`src/rv_ex_pkg.sv`:
```
// rv32i execute stage shared widths, encodings and pipeline bundles
`default_nettype none

package rv_ex_pkg;

  localparam int xlen      = 32;                  // data and address width
  localparam int shamt_w   = 5;                   // shift amount, low bits of operand b
  localparam int reg_idx_w = 5;                   // x0..x31
  localparam int mask_w    = 4;                   // one lane per byte of a word

  localparam logic [xlen-1:0] pc_step = 4;        // instruction size in bytes

  // access size from funct3[1:0] of loads and stores
  localparam logic [1:0] sz_byte = 2'b00;
  localparam logic [1:0] sz_half = 2'b01;
  localparam logic [1:0] sz_word = 2'b10;

  // unshifted lane patterns per access size
  localparam logic [mask_w-1:0] lane_byte = 4'b0001;
  localparam logic [mask_w-1:0] lane_half = 4'b0011;
  localparam logic [mask_w-1:0] lane_word = 4'b1111;

  typedef enum logic [2:0] {
    class_mem    = 3'd0,                          // loads and stores
    class_branch = 3'd1,
    class_reg    = 3'd2,                          // r-type
    class_imm    = 3'd3,                          // i-type alu
    class_lui    = 3'd4,
    class_auipc  = 3'd5,
    class_jal    = 3'd6,
    class_jalr   = 3'd7
  } alu_class_e;

  typedef enum logic [3:0] {
    op_add,
    op_sub,
    op_sll,
    op_slt,
    op_sltu,
    op_xor,
    op_srl,
    op_sra,
    op_or,
    op_and,
    op_pass_b,                                    // lui
    op_link                                       // pc + 4 for jal/jalr
  } alu_op_e;

  // same values as branch funct3, 010 is free for br_none
  typedef enum logic [2:0] {
    br_eq   = 3'b000,
    br_ne   = 3'b001,
    br_none = 3'b010,
    br_lt   = 3'b100,
    br_ge   = 3'b101,
    br_ltu  = 3'b110,
    br_geu  = 3'b111
  } br_cond_e;

  typedef struct packed {
    logic                 valid;
    logic [xlen-1:0]      pc;
    logic [xlen-1:0]      rs1_val;
    logic [xlen-1:0]      rs2_val;
    logic [xlen-1:0]      imm;                    // already sign extended by id
    alu_class_e           alu_class;
    logic [2:0]           funct3;
    logic                 funct7_b5;
    logic [reg_idx_w-1:0] rd;
    logic                 reg_write;
    logic                 mem_read;
    logic                 mem_write;
    logic                 mem_to_reg;
  } ex_in_t;

  typedef struct packed {
    alu_op_e           alu_op;
    br_cond_e          br_cond;
    logic              use_imm;                   // operand b from imm
    logic              pc_base;                   // operand a from pc
    logic              is_jump;                   // jal or jalr
    logic              is_jalr;
    logic [mask_w-1:0] mem_mask;
  } ex_ctrl_t;

  typedef struct packed {
    logic                 valid;
    logic [xlen-1:0]      pc;
    logic [xlen-1:0]      alu_result;             // also the memory address
    logic [xlen-1:0]      store_data;
    logic [mask_w-1:0]    mem_mask;
    logic [reg_idx_w-1:0] rd;
    logic                 reg_write;
    logic                 mem_read;
    logic                 mem_write;
    logic                 mem_to_reg;
  } mem_out_t;

  typedef struct packed {
    logic            valid;
    logic [xlen-1:0] target;
  } redirect_t;

endpackage

`default_nettype wire

```
`src/ex_op_decode.sv`:
```
// execute decode, turns alu class and funct bits into alu op, branch condition and lanes
`timescale 1ns/10ps
`default_nettype none

module ex_op_decode (
  input  rv_ex_pkg::ex_in_t   i_ex,
  output rv_ex_pkg::ex_ctrl_t o_ctrl
);

  logic [1:0]                   addr_lo;          // low address bits of rs1 + imm
  logic [rv_ex_pkg::mask_w-1:0] lanes;            // unshifted size pattern

  // funct3 to op, shared by r-type and i-type
  function automatic rv_ex_pkg::alu_op_e f3_op(input logic [2:0] f3, input logic alt,
                                               input logic sub_ok);
    rv_ex_pkg::alu_op_e op;
    case (f3)
      3'b000:  op = (alt && sub_ok) ? rv_ex_pkg::op_sub : rv_ex_pkg::op_add;
      3'b001:  op = rv_ex_pkg::op_sll;
      3'b010:  op = rv_ex_pkg::op_slt;
      3'b011:  op = rv_ex_pkg::op_sltu;
      3'b100:  op = rv_ex_pkg::op_xor;
      3'b101:  op = alt ? rv_ex_pkg::op_sra : rv_ex_pkg::op_srl;  // srai too
      3'b110:  op = rv_ex_pkg::op_or;
      default: op = rv_ex_pkg::op_and;
    endcase
    return op;
  endfunction

  always_comb
  begin
    addr_lo = i_ex.rs1_val[1:0] + i_ex.imm[1:0]; // wraps, only lane offset matters
    case (i_ex.funct3[1:0])                       // funct3[2] is signedness only
      rv_ex_pkg::sz_byte: lanes = rv_ex_pkg::lane_byte;
      rv_ex_pkg::sz_half: lanes = rv_ex_pkg::lane_half;
      rv_ex_pkg::sz_word: lanes = rv_ex_pkg::lane_word;
      default:            lanes = '0;             // no such access size
    endcase
  end

  always_comb
  begin
    o_ctrl.alu_op   = rv_ex_pkg::op_add;
    o_ctrl.br_cond  = rv_ex_pkg::br_none;
    o_ctrl.use_imm  = 1'b1;
    o_ctrl.pc_base  = 1'b0;
    o_ctrl.is_jump  = 1'b0;
    o_ctrl.is_jalr  = 1'b0;
    o_ctrl.mem_mask = '0;
    case (i_ex.alu_class)
      rv_ex_pkg::class_mem:
      begin
        o_ctrl.mem_mask = lanes << addr_lo;       // move lanes to addressed byte
      end
      rv_ex_pkg::class_branch:
      begin
        o_ctrl.alu_op  = rv_ex_pkg::op_sub;       // result unused, nothing written
        o_ctrl.use_imm = 1'b0;
        case (i_ex.funct3)
          3'b000:  o_ctrl.br_cond = rv_ex_pkg::br_eq;
          3'b001:  o_ctrl.br_cond = rv_ex_pkg::br_ne;
          3'b100:  o_ctrl.br_cond = rv_ex_pkg::br_lt;
          3'b101:  o_ctrl.br_cond = rv_ex_pkg::br_ge;
          3'b110:  o_ctrl.br_cond = rv_ex_pkg::br_ltu;
          3'b111:  o_ctrl.br_cond = rv_ex_pkg::br_geu;
          default: o_ctrl.br_cond = rv_ex_pkg::br_none;  // 010/011 never taken
        endcase
      end
      rv_ex_pkg::class_reg:
      begin
        o_ctrl.alu_op  = f3_op(i_ex.funct3, i_ex.funct7_b5, 1'b1);
        o_ctrl.use_imm = 1'b0;
      end
      rv_ex_pkg::class_imm:   o_ctrl.alu_op = f3_op(i_ex.funct3, i_ex.funct7_b5, 1'b0);
      rv_ex_pkg::class_lui:   o_ctrl.alu_op = rv_ex_pkg::op_pass_b;
      rv_ex_pkg::class_auipc: o_ctrl.pc_base = 1'b1;  // pc + imm
      rv_ex_pkg::class_jal:
      begin
        o_ctrl.alu_op  = rv_ex_pkg::op_link;
        o_ctrl.is_jump = 1'b1;
      end
      default:                                    // jalr
      begin
        o_ctrl.alu_op  = rv_ex_pkg::op_link;
        o_ctrl.is_jump = 1'b1;
        o_ctrl.is_jalr = 1'b1;
      end
    endcase
  end

endmodule

`default_nettype wire

```
`src/alu_core.sv`:
```
// rv32i integer alu, operand select plus all twelve execute operations
`timescale 1ns/10ps
`default_nettype none

module alu_core (
  input  rv_ex_pkg::ex_ctrl_t         i_ctrl,
  input  logic [rv_ex_pkg::xlen-1:0]  i_pc,
  input  logic [rv_ex_pkg::xlen-1:0]  i_rs1,
  input  logic [rv_ex_pkg::xlen-1:0]  i_rs2,
  input  logic [rv_ex_pkg::xlen-1:0]  i_imm,
  output logic [rv_ex_pkg::xlen-1:0]  o_result
);

  logic [rv_ex_pkg::xlen-1:0]    op_a;            // rs1 or pc
  logic [rv_ex_pkg::xlen-1:0]    op_b;            // rs2 or imm
  logic [rv_ex_pkg::shamt_w-1:0] shamt;           // low five bits only
  logic                          lt_s;
  logic                          lt_u;

  always_comb
  begin
    op_a  = i_ctrl.pc_base ? i_pc : i_rs1;        // auipc
    op_b  = i_ctrl.use_imm ? i_imm : i_rs2;
    shamt = op_b[rv_ex_pkg::shamt_w-1:0];
    lt_s  = $signed(op_a) < $signed(op_b);
    lt_u  = op_a < op_b;
  end

  always_comb
  begin
    o_result = '0;
    case (i_ctrl.alu_op)
      rv_ex_pkg::op_add:
      begin
        o_result = op_a + op_b;                   // also load/store address
      end
      rv_ex_pkg::op_sub:
      begin
        o_result = op_a - op_b;
      end
      rv_ex_pkg::op_sll:
      begin
        o_result = op_a << shamt;
      end
      rv_ex_pkg::op_slt:
      begin
        o_result[0] = lt_s;                       // upper bits stay zero
      end
      rv_ex_pkg::op_sltu:
      begin
        o_result[0] = lt_u;
      end
      rv_ex_pkg::op_xor:
      begin
        o_result = op_a ^ op_b;
      end
      rv_ex_pkg::op_srl:
      begin
        o_result = op_a >> shamt;                 // zero fill
      end
      rv_ex_pkg::op_sra:
      begin
        o_result = $unsigned($signed(op_a) >>> shamt);  // sign fill
      end
      rv_ex_pkg::op_or:
      begin
        o_result = op_a | op_b;
      end
      rv_ex_pkg::op_and:
      begin
        o_result = op_a & op_b;
      end
      rv_ex_pkg::op_pass_b:
      begin
        o_result = op_b;                          // lui, imm holds upper bits
      end
      rv_ex_pkg::op_link:
      begin
        o_result = i_pc + rv_ex_pkg::pc_step;     // return address
      end
      default:
      begin
        o_result = '0;
      end
    endcase
  end

endmodule

`default_nettype wire

```
`src/branch_resolve.sv`:
```
// branch and jump resolution, condition compare and redirect target
`timescale 1ns/10ps
`default_nettype none

module branch_resolve (
  input  rv_ex_pkg::ex_ctrl_t         i_ctrl,
  input  logic [rv_ex_pkg::xlen-1:0]  i_pc,
  input  logic [rv_ex_pkg::xlen-1:0]  i_rs1,
  input  logic [rv_ex_pkg::xlen-1:0]  i_rs2,
  input  logic [rv_ex_pkg::xlen-1:0]  i_imm,
  output rv_ex_pkg::redirect_t        o_redirect
);

  logic                       eq;
  logic                       lt_s;
  logic                       lt_u;
  logic                       taken;              // conditional branch only
  logic [rv_ex_pkg::xlen-1:0] jalr_sum;

  always_comb
  begin
    eq   = i_rs1 == i_rs2;
    lt_s = $signed(i_rs1) < $signed(i_rs2);
    lt_u = i_rs1 < i_rs2;
    case (i_ctrl.br_cond)
      rv_ex_pkg::br_eq:  taken = eq;
      rv_ex_pkg::br_ne:  taken = !eq;
      rv_ex_pkg::br_lt:  taken = lt_s;
      rv_ex_pkg::br_ge:  taken = !lt_s;
      rv_ex_pkg::br_ltu: taken = lt_u;
      rv_ex_pkg::br_geu: taken = !lt_u;
      default:           taken = 1'b0;            // br_none, not a branch
    endcase
  end

  always_comb
  begin
    jalr_sum = i_rs1 + i_imm;
    o_redirect.valid = taken || i_ctrl.is_jump;   // bundle valid applied downstream
    if (i_ctrl.is_jalr)
    begin
      o_redirect.target = {jalr_sum[rv_ex_pkg::xlen-1:1], 1'b0};  // bit 0 dropped
    end
    else
    begin
      o_redirect.target = i_pc + i_imm;           // branches and jal
    end
  end

endmodule

`default_nettype wire

```
`src/ex_mem_reg.sv`:
```
// ex/mem pipeline register, holds on memory stall and sends a one cycle redirect
`timescale 1ns/10ps
`default_nettype none

module ex_mem_reg (
  input  logic                          i_clk,
  input  logic                          i_reset,
  input  rv_ex_pkg::ex_in_t             i_ex,
  input  logic [rv_ex_pkg::mask_w-1:0]  i_mask,
  input  logic [rv_ex_pkg::xlen-1:0]    i_result,
  input  rv_ex_pkg::redirect_t          i_redirect,
  input  logic                          i_mem_stall,
  output rv_ex_pkg::mem_out_t           o_mem,
  output rv_ex_pkg::redirect_t          o_redirect
);

  rv_ex_pkg::mem_out_t  mem_q;
  rv_ex_pkg::redirect_t redir_q;
  logic                 load;                     // take a new item this edge

  assign load = !i_mem_stall;

  always_ff @(posedge i_clk)
  begin
    if (i_reset)
    begin
      mem_q.valid      <= 1'b0;                   // control state only
      mem_q.reg_write  <= 1'b0;
      mem_q.mem_read   <= 1'b0;
      mem_q.mem_write  <= 1'b0;
      mem_q.mem_to_reg <= 1'b0;
      redir_q.valid    <= 1'b0;
    end
    else if (load)
    begin
      mem_q.valid      <= i_ex.valid;             // bubble when idle
      mem_q.reg_write  <= i_ex.valid && i_ex.reg_write;
      mem_q.mem_read   <= i_ex.valid && i_ex.mem_read;
      mem_q.mem_write  <= i_ex.valid && i_ex.mem_write;
      mem_q.mem_to_reg <= i_ex.valid && i_ex.mem_to_reg;
      mem_q.pc         <= i_ex.pc;
      mem_q.alu_result <= i_result;
      mem_q.store_data <= i_ex.rs2_val;           // store data is rs2 as is
      mem_q.mem_mask   <= i_mask;
      mem_q.rd         <= i_ex.rd;
      redir_q.valid    <= i_ex.valid && i_redirect.valid;
      redir_q.target   <= i_redirect.target;
    end
    else
    begin
      redir_q.valid    <= 1'b0;                   // no repeat while held
    end
  end

  assign o_mem      = mem_q;
  assign o_redirect = redir_q;

endmodule

`default_nettype wire

```
`src/ex_stage.sv`:
```
// rv32i execute stage top, decode, alu and branch logic feeding the ex/mem register
`timescale 1ns/10ps
`default_nettype none

module ex_stage (
  input  logic                    i_clk,
  input  logic                    i_reset,
  input  rv_ex_pkg::ex_in_t       i_ex,
  input  logic                    i_mem_stall,
  output rv_ex_pkg::mem_out_t     o_mem,
  output rv_ex_pkg::redirect_t    o_redirect,
  output logic                    o_ready
);

  rv_ex_pkg::ex_ctrl_t        ctrl;               // decoded op for this bundle
  logic [rv_ex_pkg::xlen-1:0] alu_result;
  rv_ex_pkg::redirect_t       br_redirect;        // not yet qualified by valid

  assign o_ready = !i_mem_stall;                  // one item per clock unless stalled

  ex_op_decode u_decode (
    .i_ex   (i_ex),
    .o_ctrl (ctrl)
  );

  alu_core u_alu (
    .i_ctrl   (ctrl),
    .i_pc     (i_ex.pc),
    .i_rs1    (i_ex.rs1_val),
    .i_rs2    (i_ex.rs2_val),
    .i_imm    (i_ex.imm),
    .o_result (alu_result)
  );

  branch_resolve u_branch (
    .i_ctrl     (ctrl),
    .i_pc       (i_ex.pc),
    .i_rs1      (i_ex.rs1_val),
    .i_rs2      (i_ex.rs2_val),
    .i_imm      (i_ex.imm),
    .o_redirect (br_redirect)
  );

  ex_mem_reg u_ex_mem (
    .i_clk       (i_clk),
    .i_reset     (i_reset),
    .i_ex        (i_ex),
    .i_mask      (ctrl.mem_mask),
    .i_result    (alu_result),
    .i_redirect  (br_redirect),
    .i_mem_stall (i_mem_stall),
    .o_mem       (o_mem),
    .o_redirect  (o_redirect)
  );

endmodule

`default_nettype wire

```
`config.mk`:
```
export PLATFORM = sky130hd
export DESIGN_NAME = ex_stage
export DESIGN_NICKNAME = d
export VERILOG_FILES = /design/src/rv_ex_pkg.sv /design/src/ex_op_decode.sv /design/src/alu_core.sv /design/src/branch_resolve.sv /design/src/ex_mem_reg.sv /design/src/ex_stage.sv
export SDC_FILE = /design/constraint.sdc
export NUM_CORES = 1
export LEC_CHECK = 0
export BUFFER_PORTS_ARGS = -buffer_cell sky130_fd_sc_hd__buf_4
export CAP_MARGIN = 20
export CELL_PAD_IN_SITES_DETAIL_PLACEMENT = 1
export CELL_PAD_IN_SITES_GLOBAL_PLACEMENT = 2
export CORE_UTILIZATION = 38
export DETAILED_ROUTE_END_ITERATION = 10
export HOLD_SLACK_MARGIN = 0.1
export PLACE_DENSITY = 0.85
export RECOVER_POWER = 100
export SYNTH_ARGS = -nofsm -noshare
export SYNTH_HDL_FRONTEND = slang
export SYNTH_SLANG_ARGS = --single-unit
export TNS_END_PERCENT = 30
```
`constraint.sdc`:
```
create_clock -name i_clk -period 12.3 [get_ports i_clk]
set_input_delay 1.23 -clock i_clk [delete_from_list [all_inputs] [get_ports i_clk]]
set_output_delay 1.23 -clock i_clk [all_outputs]
set_load 0.05 [all_outputs]
```
==> run summary <==
==================================================================================
First-pass iteration count of the detailed router ...................            6
Mapped Cells ........................................................         2413
Port Buffer Count ...................................................          291
Number of antenna violations at the first check in global routing ...            1
Critical-path maximum fanout ........................................           48
Leakage power of the design .........................................      9.16 nW
Worst-Skew Late Latency .............................................      0.50 ns
Count of final hold-check violations ................................            0
Largest net degree at the start of global routing ...................           74
Final weighted congestion in routability-driven placement ...........         1.06
Filler cell count ...................................................         6266
Post-DR vias/cell ...................................................         6.50
Routed wire length ..................................................       103 mm
Average wire per standard cell ......................................      31.1 um
Number of maximum-capacitance constraint violations .................            5
Number of global-route vias before repair ...........................        22.0k
Nets ................................................................         2980
Number of enable flip-flop cells after synthesis ....................          137
HPWL after DPL ......................................................      81.2 mm
Worst setup path class .............................................. input port to register
Overall routing resource usage ......................................        38.8%
Clock Path Buffers ..................................................            2
Worst slew pin tran .................................................      4.59 ns
Cell at the root of the clock tree .................................. sky130_fd_sc_hd__clkbuf_16
Unrepaired setup endpoints after global routing .....................           no
Effective utilization at floorplan ..................................        38.7%
Yosys cell types ....................................................          100
Clock transition at the registers of the reported paths .............      0.08 ns
Area inside the core boundary .......................................   50400 um^2
Netlist area before placement .......................................   19500 um^2
Max-slew violation count ............................................          227
CTS tree ............................................................         done
Maximum level of the CTS H-tree .....................................            4
Final critical delay including setup and external delays ............      9.02 ns
Highest ir drop seen on vdd .........................................    0.0815 mV
Final TNS setup .....................................................         0 ns
Count of antenna-violating nets left after detailed routing .........            0
Power after layout ..................................................      2.53 mW
Worst-case register-to-register setup slack .........................     11.64 ns
Sequential-to-total area share from yosys stat ......................        21.7%
Share of final-layout standard cells stronger than drive strength 1 .        9.27%
Clock sink count ....................................................          143
Primary FF master, synth ............................................ sky130_fd_sc_hd__edfxtp_1
CTS-repair resized insts ............................................            0
Synthesized area per cell ...........................................    8.08 um^2
Post-CTS Repair Setup Buffers .......................................            0
Total setup violations reported at the end of the flow ..............            0
Setup WS post-layout ................................................      3.28 ns
Fin crit share ......................................................        73.4%
Worst setup slack before clock tree synthesis .......................      5.72 ns
Io pins .............................................................          292
Areal power density over the cells ..................................  115 nW/um^2
Critical path capture point type ....................................     register
Run status .......................................................... finished with violations
Row count ...........................................................           82
Achievable Freq .....................................................      111 MHz
Worst hold slack after final layout .................................     0.500 ns
Die width ...........................................................       228 um
Congestion Overflow GR ..............................................            0
Worst min-delay path category ....................................... register to register
Area Overhead vs Synth ..............................................        13.2%
Req. time, crit path ................................................     12.56 ns
Register bit count reported by yosys ................................          143
Violation count after the first detailed-routing iteration ..........         2114
Number of vias in the routed layout .................................        21.6k
Global-route wire length before repair ..............................       149 mm
DRC violation count after routing ...................................            0
Slew headroom .......................................................        -206%
Die Y-Extent ........................................................       228 um
Data arrival time at the worst-slack endpoint .......................      9.28 ns
Count of hold buffers inserted by post-cts repair ...................            0
Synthesis warning total .............................................            0
Violations in the final reports ..................................... max-capacitance violations, max-slew violations
Maximum clock skew at final layout ..................................         0 ns
Post-layout instance area ...........................................   22100 um^2
Syn Nets ............................................................         2762
Placed Instance Area ................................................   22300 um^2
Crit start category .................................................   input port
CTS buffer count ....................................................           17
Asr flop ratio synth ................................................           0%
Full die area .......................................................   52200 um^2
==================================================================================
==> layout make-up <==
type                    count  area, um^2  share of cell area, %
inverters                 155         582                   2.64
repair buffers            335        1720                   7.79
clock buffers              18         439                   1.99
multi-input cells        1979       14100                   63.9
well taps                 672         841                   3.81
diodes                      2        5.00                 0.0227
flip-flops and latches    143        4230                   19.2
clock inverters            14         138                  0.624
==> per-layer routing <==
layer,routed length [um],GRT usage (%)
met4,5940,21.2
met1,42500,48.9
met5,8,0
met3,7470,6.59
met2,47200,62.9
==> Yosys cell counts, drive strengths merged, types with 9 or more instances <==
cell	count	area [um^2]
or2	14	87.6
nand2	205	780
a32oi	16	140
o22ai	39	244
a21o	62	465
and3	23	144
o31ai	14	110
nor3	60	300
a31oi	15	93.8
mux2	32	364
nand4	27	169
mux2i	146	1470
mux4	13	293
a22oi	20	150
a221oi	11	96.3
a21oi	223	1120
o221ai	23	201
nor4	9	56.3
and2	9	58.8
buf	54	304
clkbuf	82	308
edfxtp	137	4110
nand2b	21	131
o211ai	51	383
xnor2	56	509
nand3	66	343
a2111oi	9	85.1
o21a	11	82.6
ha	199	2490
a211oi	42	325
or3	15	93.8
inv	153	574
nor2b	23	144
a211o	11	96.3
xor2	47	419
o21bai	21	158
o21ai	159	807
nor2	185	699
==> cells by family after synthesis <==
kind of cell	synth area share [%]
buffers and inverters	6.13
XOR/XNOR	4.76
flip-flops	21.7
adder cells (fa/ha/maj)	13.0
AO/OA/AOI/OAI	26.9
AND/OR/NAND/NOR	16.6
multiplexers	10.9
==> placed cells by master, fill, tap and decap left out, types with 11 or more instances in the layout <==
cell and count:
sky130_fd_sc_hd__clkbuf_1 214, sky130_fd_sc_hd__a211o_1 11, sky130_fd_sc_hd__o21a_1 11, sky130_fd_sc_hd__edfxtp_1 137, sky130_fd_sc_hd__o31ai_1 13, sky130_fd_sc_hd__o22ai_1 39, sky130_fd_sc_hd__or3_1 15, sky130_fd_sc_hd__a22oi_1 20
sky130_fd_sc_hd__xor2_1 46, sky130_fd_sc_hd__buf_4 113, sky130_fd_sc_hd__xnor2_1 55, sky130_fd_sc_hd__and3_1 23, sky130_fd_sc_hd__o21ai_0 144, sky130_fd_sc_hd__nor2b_1 23, sky130_fd_sc_hd__nor3_1 58, sky130_fd_sc_hd__a31oi_1 15
sky130_fd_sc_hd__nand2_1 203, sky130_fd_sc_hd__o21bai_1 21, sky130_fd_sc_hd__nand3_1 65, sky130_fd_sc_hd__o21ai_1 14, sky130_fd_sc_hd__a21oi_1 222, sky130_fd_sc_hd__a221oi_1 11, sky130_fd_sc_hd__a32oi_1 16, sky130_fd_sc_hd__mux4_2 13
sky130_fd_sc_hd__a21o_1 62, sky130_fd_sc_hd__mux2_2 29, sky130_fd_sc_hd__o221ai_1 23, sky130_fd_sc_hd__nor2_1 179, sky130_fd_sc_hd__mux2i_1 142, sky130_fd_sc_hd__clkbuf_16 17, sky130_fd_sc_hd__a211oi_1 41, sky130_fd_sc_hd__nand4_1 27
sky130_fd_sc_hd__inv_1 148, sky130_fd_sc_hd__nand2b_1 21, sky130_fd_sc_hd__o211ai_1 51, sky130_fd_sc_hd__ha_1 199
==> worst max-delay path: stages <==
cell and delay (ns):
sky130_fd_sc_hd__clkbuf_1 0.55, sky130_fd_sc_hd__nand3b_1 2.06, sky130_fd_sc_hd__mux2i_1 1.17, sky130_fd_sc_hd__inv_1 0.18, sky130_fd_sc_hd__ha_1 0.49, sky130_fd_sc_hd__and2_0 0.27, sky130_fd_sc_hd__nand4_1 0.19, sky130_fd_sc_hd__a2111oi_0 1.24
sky130_fd_sc_hd__o21ai_1 0.32, sky130_fd_sc_hd__and2_4 0.28, sky130_fd_sc_hd__o311a_1 0.37, sky130_fd_sc_hd__nor4b_2 0.26, sky130_fd_sc_hd__mux2_1 0.35, sky130_fd_sc_hd__a211o_1 0.29
==> sequential cells by signal, summed over array words and instances, names as in the netlist <==
name and cells:
u_ex_mem.o_redirect 33, u_ex_mem.o_mem 110
==> path summary, 6_finish.rpt <==
path | start | end | cells past startpoint
worst min-delay path | u_ex_mem.o_mem[109]$_SDFFE_PP0N_ | u_ex_mem.o_mem[109]$_SDFFE_PP0N_ | 2
worst min register to register | u_ex_mem.o_mem[109]$_SDFFE_PP0N_ | u_ex_mem.o_mem[109]$_SDFFE_PP0N_ | 2
worst max register to register | u_ex_mem.o_mem[1]$_SDFFE_PP0N_ | u_ex_mem.o_mem[1]$_SDFFE_PP0N_ | 2
worst max-delay path | i_ex[15] | u_ex_mem.o_mem[76]$_SDFFCE_PN0P_ | 14
==> report_power, final <==
part	switching, mW	internal (mW)
logic	0.968	0.401
registers	0.0131	0.594
clock network	0.276	0.273
total	1.26	1.27
==> per-stage QoR <==
step | instances | utilization [%]
floorplan | 2413 | -
global placement | 3280 | 44.2
detailed placement | 3283 | 44.3
CTS | 3315 | 45.4
global route | 3316 | 43.8
finish | 3318 | 43.8
Power figures use the tool's default switching activity.
